===== config.mk =====
export PLATFORM = sky130hd
export DESIGN_NAME = z80_seq
export DESIGN_NICKNAME = d
export VERILOG_FILES = /design/src/z80_seq_pkg.sv /design/src/mcycle_timer.sv /design/src/insn_collector.sv /design/src/seq_decoder.sv /design/src/alu8.sv /design/src/seq_state.sv /design/src/z80_seq.sv
export VERILOG_INCLUDE_DIRS = /design/src /design/src/include
export SDC_FILE = /design/constraint.sdc
export NUM_CORES = 1
export LEC_CHECK = 0
export BUFFER_PORTS_ARGS = -buffer_cell sky130_fd_sc_hd__buf_2
export CAP_MARGIN = 20
export CELL_PAD_IN_SITES_DETAIL_PLACEMENT = 0
export CELL_PAD_IN_SITES_GLOBAL_PLACEMENT = 1
export CORE_ASPECT_RATIO = 1.25
export CORE_MARGIN = 2
export CORE_UTILIZATION = 35
export DETAILED_ROUTE_END_ITERATION = 16
export MAX_ROUTING_LAYER = met4
export PLACE_DENSITY = 0.6
export SYNTH_ARGS = -nofsm -noshare
export SYNTH_HDL_FRONTEND = slang
export SYNTH_SLANG_ARGS = --single-unit

===== constraint.sdc =====
create_clock -name clk -period 4.9 [get_ports clk]
set_input_delay 0.98 -clock clk [delete_from_list [all_inputs] [get_ports clk]]
set_output_delay 0.98 -clock clk [all_outputs]
set_load 0.01 [all_outputs]

===== src/include/z80_seq_params.svh =====
`ifndef Z80_SEQ_PARAMS_SVH
`define Z80_SEQ_PARAMS_SVH

// Bus widths
`define Z80_ADDR_W 16
`define Z80_DATA_W 8

// T-states per machine cycle
`define Z80_M1_TSTATES 4
`define Z80_MEM_TSTATES 3

// Instruction state counter
`define Z80_STATE_W 2

`endif


===== src/z80_seq_pkg.sv =====
`include "z80_seq_params.svh"

package z80_seq_pkg;

    typedef enum logic [1:0] {
        CYC_M1     = 2'd0,
        CYC_MEM_RD = 2'd1,
        CYC_MEM_WR = 2'd2
    } cycle_e;

    typedef enum logic [1:0] {
        ALU_ADD = 2'd0,
        ALU_SUB = 2'd1,
        ALU_AND = 2'd2,
        ALU_XOR = 2'd3
    } alu_func_e;

    typedef struct packed {
        logic zero;
        logic carry;
    } flags_t;

    // Where the byte of the current read cycle goes
    typedef enum logic [1:0] {
        CAP_NONE    = 2'd0,
        CAP_OP      = 2'd1,
        CAP_OPERAND = 2'd2
    } capture_e;

    // Everything applied at the end of the current machine cycle
    typedef struct packed {
        cycle_e                  next_cycle;
        logic [`Z80_ADDR_W-1:0]  next_addr;
        logic [`Z80_ADDR_W-1:0]  next_ip;
        logic [`Z80_STATE_W-1:0] next_state;
        logic                    acc_wr;
        logic                    acc_from_alu;
        logic                    flags_wr;
        logic                    done;
    } seq_ctrl_t;

    // Operand bytes are little-endian, first byte in the low half
    typedef struct packed {
        logic [`Z80_DATA_W-1:0]   opcode;
        logic [2*`Z80_DATA_W-1:0] operand;
        logic [1:0]               operand_len;
        logic                     opcode_valid;
    } insn_view_t;

endpackage


===== src/mcycle_timer.sv =====
`timescale 1ns/1ps
`include "z80_seq_params.svh"

module mcycle_timer (
    input  logic                clk,
    input  logic                i_arst_n,
    input  z80_seq_pkg::cycle_e i_next_cycle,
    output z80_seq_pkg::cycle_e o_cycle,
    output logic                o_mcycle_done,
    output logic                o_first_tstate,
    output logic                o_mem_rd,
    output logic                o_mem_wr
);
    import z80_seq_pkg::*;

    localparam int TW = $clog2(`Z80_M1_TSTATES);

    logic [TW-1:0] tstate;
    logic [TW-1:0] last_tstate;

    // M1 is one clock longer than a plain memory cycle
    assign last_tstate = (o_cycle == CYC_M1) ? TW'(`Z80_M1_TSTATES - 1)
                                             : TW'(`Z80_MEM_TSTATES - 1);

    assign o_mcycle_done  = (tstate == last_tstate);
    assign o_first_tstate = (tstate == '0);

    always_ff @(posedge clk or negedge i_arst_n) begin
        if (!i_arst_n) begin
            tstate  <= '0;
            o_cycle <= CYC_M1;
        end else if (o_mcycle_done) begin
            tstate  <= '0;
            o_cycle <= i_next_cycle;
        end else begin
            tstate <= tstate + 1'b1;
        end
    end

    // Opcode fetch counts as a read
    assign o_mem_rd = (o_cycle != CYC_MEM_WR);
    assign o_mem_wr = (o_cycle == CYC_MEM_WR);

    // Only a defined cycle type may be loaded at the end of a cycle
    a_next_cycle_legal: assert property (
        @(posedge clk) disable iff (!i_arst_n)
        o_mcycle_done |-> (i_next_cycle inside {CYC_M1, CYC_MEM_RD, CYC_MEM_WR}));

endmodule


===== src/insn_collector.sv =====
`timescale 1ns/1ps
`include "z80_seq_params.svh"

module insn_collector (
    input  logic                    clk,
    input  logic                    i_arst_n,
    input  logic                    i_mcycle_done,
    input  z80_seq_pkg::capture_e   i_capture,
    input  logic                    i_done,
    input  logic [`Z80_DATA_W-1:0]  i_bus_rdata,
    output z80_seq_pkg::insn_view_t o_view
);
    import z80_seq_pkg::*;

    insn_view_t view_q;

    // Bus byte shows up in the view on the clock it is captured
    always_comb begin
        o_view = view_q;
        if (i_mcycle_done) begin
            case (i_capture)
                CAP_OP: begin
                    o_view.opcode       = i_bus_rdata;
                    o_view.opcode_valid = 1'b1;
                end
                CAP_OPERAND: begin
                    // Little-endian: first operand byte is the low one
                    if (view_q.operand_len == 2'd0) begin
                        o_view.operand = {view_q.operand[2*`Z80_DATA_W-1:`Z80_DATA_W],
                                          i_bus_rdata};
                    end else begin
                        o_view.operand = {i_bus_rdata,
                                          view_q.operand[`Z80_DATA_W-1:0]};
                    end
                    o_view.operand_len = view_q.operand_len + 2'd1;
                end
                default: begin
                end
            endcase
        end
    end

    always_ff @(posedge clk or negedge i_arst_n) begin
        if (!i_arst_n) begin
            view_q <= '0;
        end else if (i_mcycle_done) begin
            if (i_done) begin
                view_q <= '0;
            end else begin
                view_q <= o_view;
            end
        end
    end

    // Decoder must stop asking for bytes after the second operand
    a_operand_len: assert property (
        @(posedge clk) disable iff (!i_arst_n) view_q.operand_len <= 2'd2);

endmodule


===== src/seq_decoder.sv =====
`timescale 1ns/1ps
`include "z80_seq_params.svh"

module seq_decoder (
    input  z80_seq_pkg::insn_view_t  i_view,
    input  logic [`Z80_STATE_W-1:0]  i_state,
    input  logic [`Z80_ADDR_W-1:0]   i_ip,
    input  logic [`Z80_DATA_W-1:0]   i_acc,
    input  z80_seq_pkg::flags_t      i_flags,
    input  logic [`Z80_DATA_W-1:0]   i_alu_result,
    input  z80_seq_pkg::flags_t      i_alu_flags,
    output z80_seq_pkg::seq_ctrl_t   o_ctrl,
    output z80_seq_pkg::capture_e    o_capture,
    output z80_seq_pkg::alu_func_e   o_alu_func,
    output logic [`Z80_DATA_W-1:0]   o_wdata
);
    import z80_seq_pkg::*;

    localparam logic [`Z80_STATE_W-1:0] ST_FETCH   = 'd0;
    localparam logic [`Z80_STATE_W-1:0] ST_OPERAND = 'd1;
    localparam logic [`Z80_STATE_W-1:0] ST_WRITE   = 'd2;

    localparam logic [7:0] OP_LD_A_N  = 8'h3E;
    localparam logic [7:0] OP_ADD_N   = 8'hC6;
    localparam logic [7:0] OP_SUB_N   = 8'hD6;
    localparam logic [7:0] OP_AND_N   = 8'hE6;
    localparam logic [7:0] OP_XOR_N   = 8'hEE;
    localparam logic [7:0] OP_LD_NN_A = 8'h32;
    localparam logic [7:0] OP_JP      = 8'hC3;
    localparam logic [7:0] OP_JP_Z    = 8'hCA;
    localparam logic [7:0] OP_JP_C    = 8'hDA;

    logic [7:0]             opcode;
    logic [1:0]             need;
    logic                   is_alu_op;
    logic                   take_jump;
    logic [`Z80_ADDR_W-1:0] ip_inc;

    assign opcode = i_view.opcode;
    assign ip_inc = i_ip + 1'b1;

    // Operand count and ALU op per opcode; unknown opcodes act as NOP
    always_comb begin
        need       = 2'd0;
        is_alu_op  = 1'b0;
        o_alu_func = ALU_ADD;
        if (i_view.opcode_valid) begin
            case (opcode)
                OP_LD_A_N: need = 2'd1;
                OP_ADD_N: begin
                    need      = 2'd1;
                    is_alu_op = 1'b1;
                end
                OP_SUB_N: begin
                    need       = 2'd1;
                    is_alu_op  = 1'b1;
                    o_alu_func = ALU_SUB;
                end
                OP_AND_N: begin
                    need       = 2'd1;
                    is_alu_op  = 1'b1;
                    o_alu_func = ALU_AND;
                end
                OP_XOR_N: begin
                    need       = 2'd1;
                    is_alu_op  = 1'b1;
                    o_alu_func = ALU_XOR;
                end
                OP_LD_NN_A, OP_JP, OP_JP_Z, OP_JP_C: need = 2'd2;
                default: need = 2'd0;
            endcase
        end
    end

    always_comb begin
        case (opcode)
            OP_JP:   take_jump = 1'b1;
            OP_JP_Z: take_jump = i_flags.zero;
            OP_JP_C: take_jump = i_flags.carry;
            default: take_jump = 1'b0;
        endcase
    end

    always_comb begin
        o_ctrl            = '0;
        o_ctrl.next_cycle = CYC_M1;
        o_ctrl.next_ip    = ip_inc;
        o_ctrl.next_addr  = ip_inc;
        o_ctrl.next_state = ST_FETCH;
        o_capture         = CAP_NONE;
        case (i_state)
            ST_FETCH: begin
                o_capture = CAP_OP;
                if (need == 2'd0) begin
                    o_ctrl.done = 1'b1;
                end else begin
                    o_ctrl.next_cycle = CYC_MEM_RD;
                    o_ctrl.next_state = ST_OPERAND;
                end
            end
            ST_OPERAND: begin
                o_capture = CAP_OPERAND;
                if (i_view.operand_len != need) begin
                    o_ctrl.next_cycle = CYC_MEM_RD;
                    o_ctrl.next_state = ST_OPERAND;
                end else if (opcode == OP_LD_NN_A) begin
                    // IP already points past the instruction
                    o_ctrl.next_cycle = CYC_MEM_WR;
                    o_ctrl.next_addr  = i_view.operand;
                    o_ctrl.next_state = ST_WRITE;
                end else begin
                    o_ctrl.done = 1'b1;
                    if (take_jump) begin
                        o_ctrl.next_ip   = i_view.operand;
                        o_ctrl.next_addr = i_view.operand;
                    end
                    // Skip register updates that leave the value unchanged
                    o_ctrl.acc_wr       = (opcode == OP_LD_A_N) ||
                                          (is_alu_op && (i_alu_result != i_acc));
                    o_ctrl.acc_from_alu = is_alu_op;
                    o_ctrl.flags_wr     = is_alu_op && (i_alu_flags != i_flags);
                end
            end
            default: begin
                // Write cycle ends the instruction, fetch resumes at IP
                o_ctrl.done      = 1'b1;
                o_ctrl.next_ip   = i_ip;
                o_ctrl.next_addr = i_ip;
            end
        endcase
    end

    assign o_wdata = i_acc;

endmodule


===== src/alu8.sv =====
`timescale 1ns/1ps
`include "z80_seq_params.svh"

module alu8 (
    input  logic [`Z80_DATA_W-1:0] i_x,
    input  logic [`Z80_DATA_W-1:0] i_y,
    input  z80_seq_pkg::alu_func_e i_func,
    output logic [`Z80_DATA_W-1:0] o_result,
    output z80_seq_pkg::flags_t    o_flags
);
    import z80_seq_pkg::*;

    // One extra bit holds carry out or borrow
    logic [`Z80_DATA_W:0] wide;

    always_comb begin
        case (i_func)
            ALU_ADD: wide = {1'b0, i_x} + {1'b0, i_y};
            ALU_SUB: wide = {1'b0, i_x} - {1'b0, i_y};
            ALU_AND: wide = {1'b0, i_x & i_y};
            default: wide = {1'b0, i_x ^ i_y};
        endcase
    end

    assign o_result      = wide[`Z80_DATA_W-1:0];
    assign o_flags.carry = wide[`Z80_DATA_W];
    assign o_flags.zero  = (o_result == '0);

endmodule


===== src/seq_state.sv =====
`timescale 1ns/1ps
`include "z80_seq_params.svh"

module seq_state (
    input  logic                    clk,
    input  logic                    i_arst_n,
    input  logic                    i_mcycle_done,
    input  z80_seq_pkg::seq_ctrl_t  i_ctrl,
    input  logic [`Z80_DATA_W-1:0]  i_alu_result,
    input  z80_seq_pkg::flags_t     i_alu_flags,
    input  logic [`Z80_DATA_W-1:0]  i_operand_lo,
    input  logic [`Z80_DATA_W-1:0]  i_wdata,
    output logic [`Z80_ADDR_W-1:0]  o_ip,
    output logic [`Z80_ADDR_W-1:0]  o_addr,
    output logic [`Z80_STATE_W-1:0] o_state,
    output logic [`Z80_DATA_W-1:0]  o_acc,
    output z80_seq_pkg::flags_t     o_flags,
    output logic [`Z80_DATA_W-1:0]  o_bus_wdata
);
    import z80_seq_pkg::*;

    always_ff @(posedge clk or negedge i_arst_n) begin
        if (!i_arst_n) begin
            o_ip        <= '0;
            o_addr      <= '0;
            o_state     <= '0;
            o_acc       <= '0;
            o_flags     <= '0;
            o_bus_wdata <= '0;
        end else if (i_mcycle_done) begin
            o_ip    <= i_ctrl.next_ip;
            o_addr  <= i_ctrl.next_addr;
            o_state <= i_ctrl.next_state;

            // LD A,n takes the operand directly, ALU ops take the result
            if (i_ctrl.acc_wr) begin
                o_acc <= i_ctrl.acc_from_alu ? i_alu_result : i_operand_lo;
            end
            if (i_ctrl.flags_wr) begin
                o_flags <= i_alu_flags;
            end

            // Data bus is quiet outside write cycles
            if (i_ctrl.next_cycle == CYC_MEM_WR) begin
                o_bus_wdata <= i_wdata;
            end else begin
                o_bus_wdata <= '0;
            end
        end
    end

    // A finished instruction always hands over to a fetch at the new IP
    a_done_fetch_at_ip: assert property (
        @(posedge clk) disable iff (!i_arst_n)
        (i_mcycle_done && i_ctrl.done) |->
            (i_ctrl.next_addr == i_ctrl.next_ip) && (i_ctrl.next_cycle == CYC_M1));

endmodule


===== src/z80_seq.sv =====
`timescale 1ns/1ps
`include "z80_seq_params.svh"

module z80_seq (
    input  logic                   clk,
    input  logic                   i_arst_n,
    input  logic [`Z80_DATA_W-1:0] i_bus_rdata,
    output logic [`Z80_ADDR_W-1:0] o_addr,
    output logic                   o_mem_rd,
    output logic                   o_mem_wr,
    output logic [`Z80_DATA_W-1:0] o_bus_wdata,
    output logic                   o_opcode_fetch,
    output logic                   o_done
);
    import z80_seq_pkg::*;

    cycle_e                  cycle;
    logic                    mcycle_done;
    logic                    first_tstate;
    insn_view_t              view;
    capture_e                capture;
    seq_ctrl_t               ctrl;
    alu_func_e               alu_func;
    logic [`Z80_DATA_W-1:0]  alu_result;
    flags_t                  alu_flags;
    logic [`Z80_ADDR_W-1:0]  ip;
    logic [`Z80_STATE_W-1:0] state;
    logic [`Z80_DATA_W-1:0]  acc;
    flags_t                  flags;
    logic [`Z80_DATA_W-1:0]  wdata;

    mcycle_timer timer_i (
        .clk            (clk),
        .i_arst_n       (i_arst_n),
        .i_next_cycle   (ctrl.next_cycle),
        .o_cycle        (cycle),
        .o_mcycle_done  (mcycle_done),
        .o_first_tstate (first_tstate),
        .o_mem_rd       (o_mem_rd),
        .o_mem_wr       (o_mem_wr)
    );

    insn_collector collector_i (
        .clk           (clk),
        .i_arst_n      (i_arst_n),
        .i_mcycle_done (mcycle_done),
        .i_capture     (capture),
        .i_done        (ctrl.done),
        .i_bus_rdata   (i_bus_rdata),
        .o_view        (view)
    );

    seq_decoder decoder_i (
        .i_view       (view),
        .i_state      (state),
        .i_ip         (ip),
        .i_acc        (acc),
        .i_flags      (flags),
        .i_alu_result (alu_result),
        .i_alu_flags  (alu_flags),
        .o_ctrl       (ctrl),
        .o_capture    (capture),
        .o_alu_func   (alu_func),
        .o_wdata      (wdata)
    );

    // Second ALU input is always the immediate operand
    alu8 alu_i (
        .i_x      (acc),
        .i_y      (view.operand[`Z80_DATA_W-1:0]),
        .i_func   (alu_func),
        .o_result (alu_result),
        .o_flags  (alu_flags)
    );

    seq_state state_i (
        .clk           (clk),
        .i_arst_n      (i_arst_n),
        .i_mcycle_done (mcycle_done),
        .i_ctrl        (ctrl),
        .i_alu_result  (alu_result),
        .i_alu_flags   (alu_flags),
        .i_operand_lo  (view.operand[`Z80_DATA_W-1:0]),
        .i_wdata       (wdata),
        .o_ip          (ip),
        .o_addr        (o_addr),
        .o_state       (state),
        .o_acc         (acc),
        .o_flags       (flags),
        .o_bus_wdata   (o_bus_wdata)
    );

    assign o_opcode_fetch = first_tstate && (cycle == CYC_M1);
    assign o_done         = ctrl.done && mcycle_done;

endmodule


==> flow_summary.yaml, run 1 <==
setup_path:
  crit_type: "register to register"
  critPathMaxFanout: 8
  cp-startpoint: "timer_i.tstate[0]"
  worstPathCellList: "and4bb_2 > nand2_1 > mux2_2 > inv_1 > ha_1 > a31oi_1 > xnor2_1 > ha_1 > and3_1 > a21oi_1 > a31oi_1 > xor2_1 > xor2_1 > o21ai_0 > a41oi_4 > mux2_2"
  reg2reg_from: "timer_i.tstate[0]"
  cpPeakStageDelay_ns: 0.48
  cp.buffers_inverters: 1
  end_kind: "register"
  reg2reg_depth: 16
  cp-start-kind: "register"
  worstPathArrival_ns: 4.83
  rrSetupSlack_ns: 0.30
  required_ns: 5.13
  crit_family: "compound AO/OA/AOI/OAI gates"
  crit_cells: 16
  cp-endpoint: "state_i.o_acc[7]"
  slowest_stage: "dfrtp_1"
  reg2reg_to: "state_i.o_acc[7]"
die:
  dieHeight_um: 154
  fp.coreArea_um2: 17500
  die_area_um2: 19100
  die_w_um: 124
  initial_core_util: 0.359
  num_rows: 54
  pin_count: 38
layout:
  syn_to_final_growth_pct: 13.8
  ff_latch_area_um2: 2030
  multi_input_area_um2: 3930
  layout.core_utilization: 0.409
  diodes: 0
  n_fill_cell: 1748
  design_area_um2: 7150
  final_nets: 781
  drive_above_1_share: 0.170
  fin_cells: 978
power_and_ir_drop:
  pwr_density_cell_nw_per_um2: 396
  worst_ir_drop_vdd_v: 0.000202
  power_w: 0.00284
  leakagePower_nw: 3.07
synth:
  synth.area.top_cells: "dfrtp_1, mux2i_1, nand2_1"
  synth_top_area_frac: 0.322
  synth_fa_ha_area_frac: 0.0450
  synth_fp_nets: 748
  yosys-top-cells-count: "nand2_1, dfrtp_1, a21oi_1, mux2i_1, nor2_1"
  yosysMostFrequentCell: "nand2_1"
  synthFlopType: "dfrtp_1"
  synth_xor_area_frac: 0.0404
  synth_compound_area_frac: 0.219
  synth-edff-count: 0
  yosys.area.top_type: "dfrtp_1"
  yosysSeqAreaShare: 0.322
  ys_ff_latch: 81
  netlist_area_um2: 6290
  ys_warn_count: 0
  synthArstFlopShare: 1.00
  yosys.area_share.simple: 0.219
  yosysUniqueCellTypes: 74
  avgSynthCellArea_um2: 8.78
  syn_inst: 716
  synth_top_family_by_area: "simple AND/OR/NAND/NOR gates"
  synth_mux_area_frac: 0.102
clock_tree:
  insertion_delay_ns: 0.35
  root_buffer: "clkbuf_16"
  cts_setup_buffers: 0
  numClockSinks: 81
  cts_tree: "built"
  clk_path_buf_depth: 2
  ctsResizeCount: 0
  cts_htree_levels: 3
  clkTransAtPathRegs_ns: 0.07
  cts_buffers: 9
  ctsHoldBuffers: 0
timing:
  min_period_over_period: 0.938
  slew_headroom: 0.296
  finalHoldViolCount: 0
  setup_viol: 0
  slew_viol_final: 0
  fmax_ghz: 0.218
  skew_ns: 0.00842
  fin_crit_ns: 4.60
  rsz0062_at_grt: "no"
  worst_slew_pin_slew_ns: 1.06
  fin_setup_tns_ns: 0
global_route:
  antenna_found_initial: 0
  grt_pass1_vias: 5410
  grt_pass1_wl_um: 32000
  gr-total-overflow: 0
  globalRouteTotalUtil: 0.228
  grt_max_degree: 49
drt:
  wire_per_inst_um: 20.7
  ant_nets: 0
  dr.first_iter.drc_count: 504
  vias: 5725
  drt_pre_antenna_iters: 5
  wl_um: 20200
  drc_errors: 0
  routed_via_density: 5.85
status:
  status: "completed"
placement:
  dp_hpwl_um: 14900
  placed_area_um2: 6790
  numPlacedInstances: 962
  place_congestion: 0.888
  portBuffers: 37
worst_hold_path:
  hp-class: "register to register"
flow_run:
  cap_violations: 0
per-layer routing:
metal / wire [µm] / GRT usage / vias up
li1: - / - / 2730
met1: 9620 / 0.319 / 2813
met2: 9280 / 0.338 / 148
met3: 672 / 0.0219 / 34
met4: 674 / 0.0887 / 0
met5: 0 / - / -
cell type report:
class / count / area share
clock buffers: 11 / 0.0353
clock inverters: 5 / 0.0150
inverters: 27 / 0.0142
multi-input cells: 558 / 0.550
flip-flops and latches: 81 / 0.283
well taps: 224 / 0.0392
repair buffers: 72 / 0.0630
worst reg2reg max path, delay by kind of cell (launching register included):
family	cells	cell delay [ns]
AO/OA/AOI/OAI	5	1.05
XOR/XNOR	3	0.65
adder cells (fa/ha/maj)	2	0.58
buffers and inverters	1	0.08
flip-flops	1	0.48
multiplexers	2	0.79
AND/OR/NAND/NOR	3	0.85
sequential cells by signal, indices dropped and copies added, names as in the netlist:
name and cells:
state_i.o_state 2, collector_i.view_q 27, state_i.o_bus_wdata 8, timer_i.tstate 2
state_i.o_flags 2, state_i.o_ip 16, state_i.o_addr 16, state_i.o_acc 8
per-stage QoR:
step	worst slack [ns]	hold WS, ns
final	0.303	0.476
after global routing	0.0127	0.505
after floorplan	0.265	0.443
after CTS	0.328	0.481
after global placement	0.0867	0.458
after detailed placement	-0.00244	0.467
how the worst min path moves through the flow:
stage,from,end,slack (ns),depth (start not counted)
5_1_grt,collector_i.view_q[17],collector_i.view_q[17],0.51,1
3_5_place_dp,collector_i.view_q[16],collector_i.view_q[16],0.47,1
6_report,collector_i.view_q[10],collector_i.view_q[10],0.48,2
3_3_place_gp,collector_i.view_q[3],collector_i.view_q[3],0.46,2
4_1_cts,collector_i.view_q[10],collector_i.view_q[10],0.48,2
2_1_floorplan,collector_i.view_q[3],collector_i.view_q[3],0.44,2
cell usage in the layout, fill, tap and decap left out, types with 8 or more instances in the layout:
master and instances:
mux2_2 21, buf_4 36, o31ai_1 17, dfrtp_1 81, nand2_1 96, nor2_1 36, and2_1 12, xnor2_1 23
a21oi_1 39, nand2b_1 8, clkbuf_16 9, a22o_1 9, inv_1 27, nor3_1 19, mux2i_1 38, o311ai_0 10
buf_2 36, ha_1 21, o21ai_0 18, nand4_1 10, nand3_1 15
power breakdown:
group          switching [W]  internal (W)  total, W
clock               0.000304      0.000530  0.000834
combinational       0.000603      0.000461   0.00106
sequential          0.000148      0.000790  0.000938
logic make-up (layout without fill, tap and decap cells):
family                   after synthesis  in the layout
adder cells (fa/ha/maj)               22             22
buffers and inverters                 77            115
multiplexers                          60             60
XOR/XNOR                              29             29
AO/OA/AOI/OAI                        185            185
AND/OR/NAND/NOR                      262            262
flip-flops                            81             81
(Power assumes the default switching activity.)
==> run 2, diff against run 1 <==
--- a/config.mk
+++ b/config.mk
@@ -8,14 +8,15 @@
 export LEC_CHECK = 0
 export BUFFER_PORTS_ARGS = -buffer_cell sky130_fd_sc_hd__buf_2
 export CAP_MARGIN = 20
-export CELL_PAD_IN_SITES_DETAIL_PLACEMENT = 0
-export CELL_PAD_IN_SITES_GLOBAL_PLACEMENT = 1
+export CELL_PAD_IN_SITES_DETAIL_PLACEMENT = 1
+export CELL_PAD_IN_SITES_GLOBAL_PLACEMENT = 2
 export CORE_ASPECT_RATIO = 1.25
 export CORE_MARGIN = 2
 export CORE_UTILIZATION = 35
 export DETAILED_ROUTE_END_ITERATION = 16
 export MAX_ROUTING_LAYER = met4
-export PLACE_DENSITY = 0.6
+export PLACE_DENSITY = 0.71
+export RECOVER_POWER = 25
 export SYNTH_ARGS = -nofsm -noshare
 export SYNTH_HDL_FRONTEND = slang
 export SYNTH_SLANG_ARGS = --single-unit
==> flow_summary.yaml, run 2 (synthesis results as in run 1) <==
worst_hold_path:
  min_to: "collector_i.view_q[16]"
  min_from: "collector_i.view_q[16]"
  hp-class: "register to register"
  hold_depth: 1
die:
  num_rows: 54
  pin_count: 38
  die_area_um2: 19100
  fp.coreArea_um2: 17500
  dieHeight_um: 154
  die_w_um: 124
  initial_core_util: 0.359
clock_tree:
  clk_path_buf_depth: 2
  cts_buffers: 9
  cts_tree: "built"
  cts_setup_buffers: 0
  numClockSinks: 81
  clkTransAtPathRegs_ns: 0.07
  insertion_delay_ns: 0.35
  root_buffer: "clkbuf_16"
  cts_htree_levels: 3
power_and_ir_drop:
  p_int_w: 0.00161
  p_switching_w: 0.00110
  combPwrFrac: 0.412
  pwr_density_cell_nw_per_um2: 383
  p_clk_frac: 0.244
  leakagePower_nw: 3.03
  power_frac_seq: 0.344
  worst_ir_drop_vdd_v: 0.000161
  swShare: 0.407
layout:
  drive_above_1_share: 0.170
  largest_reg_flops: 27
  final_common_cell: "nand2_1"
  ff_latch_area_um2: 2030
  regMostFlops: "collector_i.view_q"
  final_nets: 781
  fin_cells: 978
  reg_top3: "collector_i.view_q (27), state_i.o_addr (16), state_i.o_ip (16)"
  syn_to_final_growth_pct: 12.7
  layout_common_cells: "nand2_1, dfrtp_1, a21oi_1"
  diodes: 0
  n_fill_cell: 2037
  multi_input_area_um2: 3930
timing:
  skew_ns: 0.00471
  fin_ws_ns: 0.319
  rsz0062_at_grt: "no"
  fin_crit_ns: 4.58
  slew_headroom: -0.161
  min_period_over_period: 0.935
  fin_setup_tns_ns: 0
  setup_viol: 0
  worst_slew_pin_slew_ns: 1.74
  slew_viol_final: 67
  fmax_ghz: 0.218
  finalHoldViolCount: 0
global_route:
  antenna_found_initial: 0
  gr-total-overflow: 0
  grt_pass1_vias: 6153
  grt_max_degree: 82
  grt_pass1_wl_um: 35600
  globalRouteTotalUtil: 0.251
drt:
  vias: 5782
  drt_pre_antenna_iters: 4
  dr.first_iter.drc_count: 316
  wl_um: 22200
  drc_errors: 0
  routed_via_density: 5.91
  ant_nets: 0
  wire_per_inst_um: 22.7
setup_path:
  reg2reg_depth: 16
  crit_type: "input port to register"
  cp-start-kind: "input port"
  reg2reg_to: "state_i.o_acc[4]"
  reg2reg_from: "timer_i.tstate[0]"
  worstPathArrival_ns: 4.82
  rrSetupSlack_ns: 0.43
  end_kind: "register"
  critPathMaxFanout: 8
  required_ns: 5.14
placement:
  place_congestion: 0.950
  numPlacedInstances: 960
  place_ws_ns: 0.0320
  portBuffers: 37
  dp_hpwl_um: 16300
status:
  violations: "capacitance limit, slew limit"
  status: "finished, violations left"
flow_run:
  cap_violations: 1
run 2: cell types whose count changed in the layout (fill, tap and decap cells not counted), sizes merged:
cell,before,now
clkinv,0,4
bufinv,3,0
buf,72,70
clkinvlp,0,1
run 2: layer usage:
layer  wire [µm]  track usage  up-vias
met1        9660        0.313     2922
met4         535       0.0823        0
met5           0            -        -
li1            -            -     2719
met2       11400        0.419      113
met3         574       0.0297       28
run 2: critical path, stage by stage:
cell       delay, ns
buf_2           0.10
and4b_1         0.44
o2111ai_4       0.17
nand2_1         0.12
and3_1          0.37
nor2_1          0.10
xnor2_1         0.15
ha_1            0.34
nor2b_1         0.18
o31ai_1         0.32
a21oi_1         0.15
a211o_1         0.29
xnor2_1         0.14
o21ai_0         0.18
a41oi_4         0.41
mux2_2          0.38
run 2: how the worst max path moves through the flow:
stage,from,endpoint
floorplan,i_bus_rdata[3],state_i.o_acc[3]
global placement,i_bus_rdata[0],state_i.o_acc[4]
detailed placement,i_bus_rdata[5],state_i.o_acc[4]
CTS,timer_i.tstate[0],state_i.o_acc[4]
global route,i_bus_rdata[5],state_i.o_acc[0]
finish,i_bus_rdata[0],state_i.o_acc[4]
run 2: power by group through the flow:
stage / registers [W] / clock network (W) / logic (W)
3_3_place_gp: 0.000939 / 0 / 0.00108
2_1_floorplan: 0.000916 / 0 / 0.000778
3_5_place_dp: 0.000943 / 0 / 0.00111
6_report: 0.000934 / 0.000661 / 0.00112
5_1_grt: 0.000958 / 0.000708 / 0.00123
4_1_cts: 0.000932 / 0.000682 / 0.00111
run 2: cell type report:
cell class / count / area share
inverter: 27 / 0.0143
clock buffer: 9 / 0.0318
timing repair buffer: 72 / 0.0655
clock inverter: 7 / 0.00777
sequential: 81 / 0.286
tap: 224 / 0.0395
multi-input combinational: 558 / 0.555
run 2: metrics by stage:
stage / total power [W] / area [µm²] / hold slack (ns) / util
global placement: 0.00202 / 6780 / 0.459 / 0.387
finish: 0.00271 / 7090 / 0.479 / 0.405
floorplan: 0.00169 / 6290 / 0.443 / -
detailed placement: 0.00205 / 6780 / 0.466 / 0.387
global route: 0.00290 / 7090 / 0.514 / 0.405
CTS: 0.00273 / 7060 / 0.481 / 0.403
run 2: repair_timing:
item | 4_1_cts | 5_1_grt
endpoints found under the setup margin | 0 | 8
hold buffers | 0 | 0
gates resized for setup | 0 | 1
